==> src/common/ahb_pkg.sv <==
//--------------------------------------------------------------------
// AHB-Lite definitions for the matrix decoder
//  Bus widths and the lowest decoded address bit
//  HTRANS and HRESP encodings
//  Response bundle of one output stage
//--------------------------------------------------------------------

package ahb_pkg;

    //----------------------------------------------------------------
    // Bus widths
    //----------------------------------------------------------------
    localparam int ADDR_W  = 32;       // HADDR width
    localparam int DEC_LSB = 10;       // 1 KB decode granule
    localparam int DATA_W  = 32;       // HRDATA width

    //----------------------------------------------------------------
    // Control encodings
    //----------------------------------------------------------------

    // Transfer type, bit 1 set for an active transfer
    typedef enum logic [1:0] {
        IDLE   = 2'b00,                // No transfer
        BUSY   = 2'b01,                // Master inserts a pause
        NONSEQ = 2'b10,                // First beat
        SEQ    = 2'b11                 // Following beat
    } htrans_t;

    // Slave response
    // Kept two bits wide to match the matrix port width
    typedef enum logic [1:0] {
        OKAY  = 2'b00,
        ERROR = 2'b01
    } hresp_t;

    //----------------------------------------------------------------
    // Data-phase response of one output stage
    //----------------------------------------------------------------
    typedef struct packed {
        logic              readyout;   // HREADYOUT
        hresp_t            resp;       // HRESP
        logic [DATA_W-1:0] rdata;      // HRDATA
    } stage_rsp_t;

endpackage

==> src/common/mtx_map_pkg.sv <==
//--------------------------------------------------------------------
// Address map of one matrix input stage
//  Output stage count and port select encoding
//  Region entry and region table types
//  Default table of five regions, in 1 KB units
//--------------------------------------------------------------------

package mtx_map_pkg;

    //----------------------------------------------------------------
    // Output ports
    //----------------------------------------------------------------
    localparam int NUM_STAGES = 5;     // Output stages behind the decoder

    // Target of a transfer
    // 0 .. NUM_STAGES-1 name an output stage
    typedef logic [3:0] port_sel_t;

    localparam port_sel_t DFLT_PORT = 4'b1000;   // Built-in default slave

    //----------------------------------------------------------------
    // Region table
    //----------------------------------------------------------------

    // Decoded address field, HADDR[31:10]
    localparam int REG_W = ahb_pkg::ADDR_W - ahb_pkg::DEC_LSB;

    typedef struct packed {
        logic [REG_W-1:0] base;        // First KB of the region
        logic [REG_W-1:0] limit;       // Last KB, inclusive
    } region_t;

    // One entry per output stage, index is the port number
    typedef region_t region_map_t [NUM_STAGES];

    // Standard map
    //  0 : 0x2000_0000 - 0x2003_ffff
    //  1 : 0x0000_0000 - 0x000f_ffff
    //  2 : 0x4000_0000 - 0x4000_ffff
    //  3 : 0x4001_0000 - 0x4001_ffff
    //  4 : 0x4002_0000 - 0x4002_ffff
    localparam region_map_t DEFAULT_MAP = '{
        '{base: 22'h080000, limit: 22'h0800ff},   // SRAM
        '{base: 22'h000000, limit: 22'h0003ff},   // Code
        '{base: 22'h100000, limit: 22'h10003f},   // Peripheral block 0
        '{base: 22'h100040, limit: 22'h10007f},   // Peripheral block 1
        '{base: 22'h100080, limit: 22'h1000bf}    // Peripheral block 2
    };

endpackage

==> src/rtl/mtx_addr_decode.sv <==
//--------------------------------------------------------------------
// Address-phase decode of one matrix input stage
//  Region compare against the map, IDLE hold on the data-phase port
//  Output stage and default slave selects, active flag selection
//--------------------------------------------------------------------

module mtx_addr_decode #(
    parameter mtx_map_pkg::region_map_t MAP = mtx_map_pkg::DEFAULT_MAP
) (
    input  logic                                      sel,          // HSEL from input stage
    input  logic [ahb_pkg::ADDR_W-1:ahb_pkg::DEC_LSB] decode_addr,  // HADDR[31:10]
    input  ahb_pkg::htrans_t                          trans,        // HTRANS
    input  mtx_map_pkg::port_sel_t                    data_port,    // Current data-phase target
    input  logic [mtx_map_pkg::NUM_STAGES-1:0]        stage_active, // Per-stage active flags
    output mtx_map_pkg::port_sel_t                    addr_port,    // Address-phase target
    output logic [mtx_map_pkg::NUM_STAGES-1:0]        stage_sel,    // Per-stage HSEL
    output logic                                      dflt_sel,     // Default slave HSEL
    output logic                                      active        // Chosen stage active flag
);

    localparam int NS = mtx_map_pkg::NUM_STAGES;

    logic [NS-1:0] region_hit;         // Address inside region i
    logic          idle_hold;          // Keep previous target

    //----------------------------------------------------------------
    // Region compare
    //----------------------------------------------------------------
    always_comb
    begin
        for (int i = 0; i < NS; i++)
        begin
            region_hit[i] = (decode_addr >= MAP[i].base) &&
                            (decode_addr <= MAP[i].limit);   // Inclusive limit
        end
    end

    // IDLE stays with the stage already in its data phase
    // A default slave target gives no hold, the address decides
    assign idle_hold = (trans == ahb_pkg::IDLE) && (data_port < NS);

    //----------------------------------------------------------------
    // Target port
    //----------------------------------------------------------------
    always_comb
    begin
        addr_port = mtx_map_pkg::DFLT_PORT;              // Unmapped
        if (idle_hold)
        begin
            addr_port = data_port;
        end
        else
        begin
            // Walk downwards so the lowest matching index wins
            for (int i = NS - 1; i >= 0; i--)
            begin
                if (region_hit[i])
                begin
                    addr_port = mtx_map_pkg::port_sel_t'(i);
                end
            end
        end
    end

    //----------------------------------------------------------------
    // Selects and active flag
    //----------------------------------------------------------------
    always_comb
    begin
        stage_sel = '0;
        active    = 1'b1;              // Default slave is always free
        for (int i = 0; i < NS; i++)
        begin
            if (addr_port == mtx_map_pkg::port_sel_t'(i))
            begin
                stage_sel[i] = sel;    // Qualified by HSEL
                active       = stage_active[i];
            end
        end
    end

    assign dflt_sel = sel && (addr_port == mtx_map_pkg::DFLT_PORT);

    // Regions of the map must not overlap
    a_region_onehot0 : assert property (@(decode_addr)
        $onehot0(region_hit))
        else $error("mtx_addr_decode: address inside more than one region");

endmodule

==> src/rtl/mtx_data_phase.sv <==
//--------------------------------------------------------------------
// Data-phase side of the matrix decoder
//  Target register, loaded on each accepted address phase
//  Response mux for ready, response and read data
//--------------------------------------------------------------------

module mtx_data_phase (
    input  logic                                              HCLK,
    input  logic                                              HRESETn,
    input  logic                                              hready_in,  // Bus HREADY
    input  mtx_map_pkg::port_sel_t                            addr_port,  // Address-phase target
    input  ahb_pkg::stage_rsp_t [mtx_map_pkg::NUM_STAGES-1:0] stage_rsp,  // Stage responses
    input  logic                                              dflt_ready, // Default slave ready
    input  ahb_pkg::hresp_t                                   dflt_resp,  // Default slave resp
    output mtx_map_pkg::port_sel_t                            data_port,  // Data-phase target
    output ahb_pkg::stage_rsp_t                               rsp         // To input stage
);

    localparam int NS = mtx_map_pkg::NUM_STAGES;

    //----------------------------------------------------------------
    // Data-phase target
    //----------------------------------------------------------------

    // Loaded on bus HREADY and not on our own readyout
    // A buffered address may be accepted while our readyout is low
    always_ff @(posedge HCLK)
    begin
        if (!HRESETn)
        begin
            data_port <= '0;                             // Stage 0 after reset
        end
        else if (hready_in)
        begin
            data_port <= addr_port;
        end
    end

    //----------------------------------------------------------------
    // Response mux
    //----------------------------------------------------------------
    always_comb
    begin
        // Default slave unless a stage matches below
        rsp.readyout = dflt_ready;
        rsp.resp     = dflt_resp;
        rsp.rdata    = '0;                               // No read data
        for (int i = 0; i < NS; i++)
        begin
            if (data_port == mtx_map_pkg::port_sel_t'(i))
            begin
                rsp = stage_rsp[i];                      // Whole bundle
            end
        end
    end

    //----------------------------------------------------------------
    // Checks
    //----------------------------------------------------------------

    // Only a stage index or the default slave may reach the register
    a_data_port_valid : assert property (@(posedge HCLK) disable iff (!HRESETn)
        (data_port < NS) || (data_port == mtx_map_pkg::DFLT_PORT))
        else $error("mtx_data_phase: data_port holds an unmapped code");

endmodule

==> src/rtl/mtx_default_slave.sv <==
//--------------------------------------------------------------------
// Default slave for unmapped addresses
//  Two-cycle ERROR for active transfers
//  Zero wait state OKAY for IDLE and BUSY
//--------------------------------------------------------------------

module mtx_default_slave (
    input  logic             HCLK,
    input  logic             HRESETn,
    input  logic             dflt_sel,    // Selected by the decode
    input  ahb_pkg::htrans_t trans,       // HTRANS
    input  logic             hready_in,   // Bus HREADY
    output logic             dflt_ready,  // HREADYOUT
    output ahb_pkg::hresp_t  dflt_resp    // HRESP
);

    // Response of the current data phase
    typedef struct packed {
        logic ready;                   // Readyout
        logic err;                     // ERROR response
    } dflt_state_t;

    dflt_state_t state;
    dflt_state_t state_nxt;
    logic        trans_req;            // Accepted NONSEQ or SEQ

    //----------------------------------------------------------------
    // Next state
    //----------------------------------------------------------------
    assign trans_req = dflt_sel && hready_in &&
                       ((trans == ahb_pkg::NONSEQ) || (trans == ahb_pkg::SEQ));

    // Wait cycle on a new request
    // Second ERROR cycle follows any wait cycle
    assign state_nxt.ready = ~trans_req;
    assign state_nxt.err   = trans_req | ~state.ready;

    always_ff @(posedge HCLK)
    begin
        if (!HRESETn)
        begin
            state <= '{ready: 1'b1, err: 1'b0};          // Idle, OKAY
        end
        else
        begin
            state <= state_nxt;
        end
    end

    assign dflt_ready = state.ready;
    assign dflt_resp  = state.err ? ahb_pkg::ERROR : ahb_pkg::OKAY;

    // ERROR always completes with a ready cycle
    a_err_two_cycle : assert property (@(posedge HCLK) disable iff (!HRESETn)
        !dflt_ready |=> dflt_ready && (dflt_resp == ahb_pkg::ERROR))
        else $error("mtx_default_slave: wait cycle not closed by ERROR");

endmodule

==> src/rtl/mtx_decoder.sv <==
//--------------------------------------------------------------------
// Address decoder of one AHB-Lite matrix input stage
//  Address-phase decode, data-phase response routing
//  Built-in default slave for unmapped space
//--------------------------------------------------------------------

module mtx_decoder #(
    parameter mtx_map_pkg::region_map_t MAP = mtx_map_pkg::DEFAULT_MAP   // Region table
) (
    input  logic                                              HCLK,
    input  logic                                              HRESETn,

    // From the input stage
    input  logic                                              sel,          // HSEL
    input  logic [ahb_pkg::ADDR_W-1:ahb_pkg::DEC_LSB]         decode_addr,  // HADDR[31:10]
    input  ahb_pkg::htrans_t                                  trans,        // HTRANS
    input  logic                                              hready_in,    // Bus HREADY

    // Output stages
    input  logic [mtx_map_pkg::NUM_STAGES-1:0]                stage_active, // Active flags
    input  ahb_pkg::stage_rsp_t [mtx_map_pkg::NUM_STAGES-1:0] stage_rsp,    // Responses
    output logic [mtx_map_pkg::NUM_STAGES-1:0]                stage_sel,    // HSEL per stage

    // Back to the input stage
    output logic                                              active,       // Chosen active
    output ahb_pkg::stage_rsp_t                               rsp           // Routed response
);

    //----------------------------------------------------------------
    // Internal wiring
    //----------------------------------------------------------------
    mtx_map_pkg::port_sel_t addr_port;   // Address-phase target
    mtx_map_pkg::port_sel_t data_port;   // Data-phase target
    logic                   dflt_sel;    // Default slave HSEL
    logic                   dflt_ready;  // Default slave HREADYOUT
    ahb_pkg::hresp_t        dflt_resp;   // Default slave HRESP

    // Address phase
    mtx_addr_decode #(
        .MAP          (MAP)
    ) u_addr_decode (
        .sel          (sel),
        .decode_addr  (decode_addr),
        .trans        (trans),
        .data_port    (data_port),       // For the IDLE hold
        .stage_active (stage_active),
        .addr_port    (addr_port),
        .stage_sel    (stage_sel),
        .dflt_sel     (dflt_sel),
        .active       (active)
    );

    // Data phase
    mtx_data_phase u_data_phase (
        .HCLK         (HCLK),
        .HRESETn      (HRESETn),
        .hready_in    (hready_in),
        .addr_port    (addr_port),
        .stage_rsp    (stage_rsp),
        .dflt_ready   (dflt_ready),
        .dflt_resp    (dflt_resp),
        .data_port    (data_port),
        .rsp          (rsp)
    );

    // Unmapped accesses land here
    mtx_default_slave u_default_slave (
        .HCLK         (HCLK),
        .HRESETn      (HRESETn),
        .dflt_sel     (dflt_sel),
        .trans        (trans),
        .hready_in    (hready_in),
        .dflt_ready   (dflt_ready),
        .dflt_resp    (dflt_resp)
    );

endmodule

==> config.mk <==
export PLATFORM = sky130hd
export DESIGN_NAME = mtx_decoder
export DESIGN_NICKNAME = d
export VERILOG_FILES = /design/src/common/ahb_pkg.sv /design/src/common/mtx_map_pkg.sv /design/src/rtl/mtx_addr_decode.sv /design/src/rtl/mtx_data_phase.sv /design/src/rtl/mtx_default_slave.sv /design/src/rtl/mtx_decoder.sv
export SDC_FILE = /design/constraint.sdc
export NUM_CORES = 1
export LEC_CHECK = 0
export BUFFER_PORTS_ARGS = -buffer_cell sky130_fd_sc_hd__buf_4
export CAP_MARGIN = 20
export CORE_AREA = 4 4 95 97
export CTS_CLUSTER_DIAMETER = 50
export CTS_CLUSTER_SIZE = 14
export DETAILED_ROUTE_END_ITERATION = 7
export DIE_AREA = 0 0 99 101
export GPL_ROUTABILITY_DRIVEN = 1
export GPL_TIMING_DRIVEN = 0
export PLACE_DENSITY = 0.61
export SLEW_MARGIN = 20
export SYNTH_ARGS = -nofsm -noshare
export SYNTH_HDL_FRONTEND = slang
export SYNTH_SLANG_ARGS = --single-unit
export TNS_END_PERCENT = 10
==> constraint.sdc <==
create_clock -name HCLK -period 2.67 [get_ports HCLK]
set_input_delay 0.267 -clock HCLK [delete_from_list [all_inputs] [get_ports HCLK]]
set_output_delay 0.267 -clock HCLK [all_outputs]
set_load 0.01 [all_outputs]
After elaboration in Yosys (flattened, before gate mapping). Index checks and enable logic that the tools add are counted. W data, S select, Z words.

Mux-type cells: 22. Reductions and logical operators: 13. Bitwise operators: 3. Order comparisons: 11. Equal/unequal tests: 11.

Operator list (number): $mux W35 (5); $ge A22 B21 Y1 const B (3); $le A22 B21 Y1 const B (3); $mux W4 (6); $ge A22 B1 Y1 const B (1); $ge A22 B20 Y1 const B (1); $le A22 B10 Y1 const B (1); $le A22 B20 Y1 const B (1); $eq A4 B2 Y1 const B (4); $mux W1 (11); $logic_and A1 B1 Y1 (9); $eq A4 B1 Y1 const B (2); $eq A4 B3 Y1 const B (2); $logic_not A4 Y1 (2); $eq A2 B2 Y1 const B (2); $eq A4 B4 Y1 const B (1); $lt A4 B3 Y1 const B (1); $logic_not A2 Y1 (1); $not A1 Y1 (2); $logic_or A1 B1 Y1 (1); $or A1 B1 Y1 (1).

Input bits: 208. Flip-flop bits (word level): 6.

Longest topological paths before layout.
Depth in word-level cells: 14. Depth in mapped cells: 7. Depth with buffers taken out: 5.

By module. A second synthesis with hierarchy kept.

Cells, all modules: 369. Area, all modules: 2326.0 um^2.

Modules (own cells, without submodules): mtx_data_phase (times used 1, area an instance 1931.9 um^2, cells each 314, sequential area each 80.1 um^2); mtx_addr_decode (times used 1, area an instance 317.8 um^2, cells each 48, sequential area each 0.0 um^2); mtx_default_slave (times used 1, area an instance 76.3 um^2, cells each 7, sequential area each 40.0 um^2).

Worst setup path before layout. No wires, ideal clock.

Path type: input to output. From: input port decode_addr[31] (netlist bit). To: output port active. Path buffers: 0. Cell stages on the path: 5. Path slack: 0.540 ns. Arrival: 1.863 ns. Cell sequence: or4_4 > nor4_4 > a31o_2 > a2111oi_2 > o31ai_1.

Cells in the longest elaborated chain, start to end: 14. Elaborated cells between the ends (all ways): 31. Classes of those cells: order compare (10); eq/ne (4); mux (11); reduce/logical (6).

RTL lines: start, declared (RTL line mtx_decoder.sv:15) `input logic [ahb_pkg::ADDR_W-1:ahb_pkg::DEC_LSB] decode_addr,`; $ge A22 B21 Y1 / $le A22 B21 Y1 (equally long branches) (RTL line mtx_addr_decode.sv:33, mtx_addr_decode.sv:34); $logic_and A1 B1 Y1 (RTL line mtx_addr_decode.sv:33) `region_hit[i] = (decode_addr >= MAP[i].base) &&`; $mux W4 (4 in a row) (RTL line mtx_addr_decode.sv:57) `if (region_hit[i])`; $mux W4 (*) (RTL line mtx_addr_decode.sv:57); $mux W4 (*) (RTL line mtx_addr_decode.sv:48) `if (idle_hold)`; $logic_not A4 Y1 (RTL line mtx_addr_decode.sv:74) `if (addr_port == mtx_map_pkg::port_sel_t'(i))`; $mux W1 (4 in a row) (RTL line mtx_addr_decode.sv:74); $mux W1 (*) (RTL line mtx_addr_decode.sv:74); end, declared (RTL line mtx_decoder.sv:25) `output logic active,`.

Mark *: on every way between the ends. The rest lies on a longest branch, timed or not.

==> results.sh <==
export IMPL_p_total_uw=793
export IMPL_worstMarginPinSlew_ns=0.597
export IMPL_arrival_ns=2.32
export IMPL_num_rows=33
export IMPL_core_area_um2=8130
export IMPL_die_area_um2=10000
export IMPL_setup_slack_ns=0.0860
export IMPL_syn_instance_count=237
export IMPL_grt_pass1_wl_mm=15.4
export IMPL_status="finished, final reports clean"
export IMPL_ys_warn_count=0
export IMPL_io_buffers=241
export IMPL_hold_buffers=0
export IMPL_final_common_cell="buf_4"
export IMPL_drive_above_1_share_pct=56.7
export IMPL_synth_fp_nets=445
export IMPL_initial_core_util_pct=18.9
export IMPL_start_kind="flip-flop"
export IMPL_netlist_area_um2=1540
export IMPL_dp_slack_ns=-0.00620
export IMPL_die_y_um=101
export IMPL_sw_frac_of_total_pct=32.4
export IMPL_via_per_inst=5.10
export IMPL_endpoint_kind="output pin"
export IMPL_grt_max_degree=11
export IMPL_regArea_um2=120
export IMPL_synth_edf_count=0
export IMPL_numCtsBuffers=3
export IMPL_antenna_found_initial=0
export IMPL_hold_ws_ns=0.352
export IMPL_p_clk_share_pct=16.6
export IMPL_yosys_area_top_type="a222oi_1"
export IMPL_drt_first_pass_iters=8
export IMPL_async_flop_share_pct=0
export IMPL_rsz0062_at_grt="true"
export IMPL_die_w_um=99
export IMPL_clockBufferDepth=2
export IMPL_clockRootBuffer="clkbuf_8"
export IMPL_final_cell_mix="245 x buf_4, 40 x nand2_1, 38 x nor2_1"
export IMPL_period_needed_ns=2.58
export IMPL_yosys_area_top_type_share_pct=21.5
export IMPL_wl_per_cell_um=17.6
export IMPL_p_switching_uw=257
export IMPL_cts_tree="done"
export IMPL_ys_seq_area_share_pct=7.81
export IMPL_setup_tns_ns=0
export IMPL_grt_pass1_vias=3071
export IMPL_crit_fanout=10
export IMPL_num_vias=2996
export IMPL_clk_pin_slew_ns=0.03
export IMPL_powerDensity_nw_per_um2=223
export IMPL_drtIter0Drc=165
export IMPL_hpwlAfterDp_mm=8.60
export IMPL_ys_ff_latch=6
export IMPL_synth_area_top_cells="a222oi_1 21%, a31oi_1 14%, nand2_1 9.8%"
export IMPL_maxSlewViolCount=0
export IMPL_setup_viol=0
export IMPL_multi_input_area_um2=1300
export IMPL_area_delta_synth_final_pct=131
export IMPL_ir_worst_vdd_uv=148
export IMPL_ios=249
export IMPL_overflow=0
export IMPL_clkSinkCount=6
export IMPL_drc=0
export IMPL_slew_headroom_pct=59.9
export IMPL_ant_nets=0
export IMPL_finalNetCount=693
export IMPL_period_share_pct=96.8
export IMPL_max_freq_ghz=0.387
export IMPL_diodes=0
export IMPL_final_cell_area_um2=3560
export IMPL_cts_max_level=1
export IMPL_wirelength_mm=10.4
export IMPL_grt_usage_pct=18.5
export IMPL_skew_ns=0.00171
export IMPL_place_gp_congestion=0.830
export IMPL_critical_path_class="flip-flop to output pin"
export IMPL_cp_required_ns=2.40
export IMPL_placement_cell_area_um2=3480
export IMPL_synthDistinctLibCells=39
export IMPL_hp_class="input pin to flip-flop"
export IMPL_rrSetupSlack_ns=0.69
export IMPL_power_leakage_uw=0.00178
export IMPL_p_int_uw=536
export IMPL_timing_final_hold_violations=0
export IMPL_p_comb_share_pct=71.4
export IMPL_drv_cap=0
export IMPL_seq_power_share_pct=11.9
export IMPL_syn_avg_cell_area_um2=6.49
export IMPL_num_fill_cells=859
export IMPL_clkLatencyLatePin_ns=0.22
export IMPL_synth_ff_type="dfxtp_1"
==> flip-flops by register name (all words and copies together), names as in the netlist <==
register	count
u_data_phase.data_port	4
u_default_slave.dflt_ready	1
u_default_slave.state	1
==> final timing paths <==
check                                    startpoint  depth (start not counted)                                endpoint
max reg2reg  u_data_phase.data_port[3]$_SDFFE_PN0P_                          7  u_data_phase.data_port[2]$_SDFFE_PN0P_
max          u_data_phase.data_port[1]$_SDFFE_PN0P_                          8                                 rsp[17]
min reg2reg   u_default_slave.dflt_ready$_SDFF_PN1_                          1     u_default_slave.state[0]$_SDFF_PN0_
min                                         HRESETn                          3  u_data_phase.data_port[2]$_SDFFE_PN0P_
==> metrics by stage <==
step	instances	utilization [%]
floorplan	237	-
global placement	583	42.8
detailed placement	583	42.8
CTS	586	43.5
global route	588	43.7
finish	588	43.7
==> final cells by class <==
type,count,area share [%]
repair buffers,244,51.5
multi-input cells,201,36.6
well taps,105,3.69
plain buffers,26,3.41
flip-flops and latches,6,3.38
clock buffers,3,1.16
inverters,3,0.316
==> cell usage after synthesis (2+ instances only) <==
cell type / instances
nor3b_1: 2
clkbuf_1: 17
a222oi_1: 33
buf_2: 9
a31oi_1: 35
a21oi_1: 3
mux2i_1: 6
nor3_1: 3
a22oi_1: 2
o21ai_0: 3
nor2_1: 38
a211oi_1: 4
nand2_1: 40
and2_1: 3
and3_1: 4
o22ai_1: 2
a31o_2: 2
a311oi_1: 2
nor4_4: 2
inv_1: 3
dfxtp_1: 6
==> power by group through the flow <==
stage	clock network [uW]	logic, uW	registers (uW)
after global routing	143	615	95.1
final	132	566	94.8
after floorplan	0	193	95.8
after detailed placement	0	564	96.0
after global placement	0	556	96.0
after CTS	135	568	94.8
==> metal layers <==
layer  track usage, %  routed length (um)  share of wire (%)  up-vias
li1                 -                   -                  -     1459
met1             23.4                4050                 39     1360
met2             33.2                5210                 50      167
met3             3.67                 998                9.6       10
met4             2.63                 112                1.1        0
met5                0                   0                  0        -
==> critical path, stage by stage (launching register included) <==
cell,delay (ns)
dfxtp_1,0.29
buf_2,0.23
nor3b_1,0.34
nor2b_1,0.16
buf_2,0.22
buf_2,0.29
a222oi_1,0.16
a31oi_1,0.25
buf_4,0.16
==> cells by family after synthesis <==
family                 synth area share [%]
and+or+nand+nor                        33.4
AOI/OAI and AO/OA                      46.8
muxes                                  3.91
DFF                                    7.81
buffers and inverters                  8.14
==> timing repair <==
| action | in CTS | in global routing |
|---|---|---|
| endpoints found under the setup margin | 32 | 32 |
| setup buffers | 0 | 3 |
| gates resized for setup | 7 | 5 |
(Power assumes the default switching activity.)
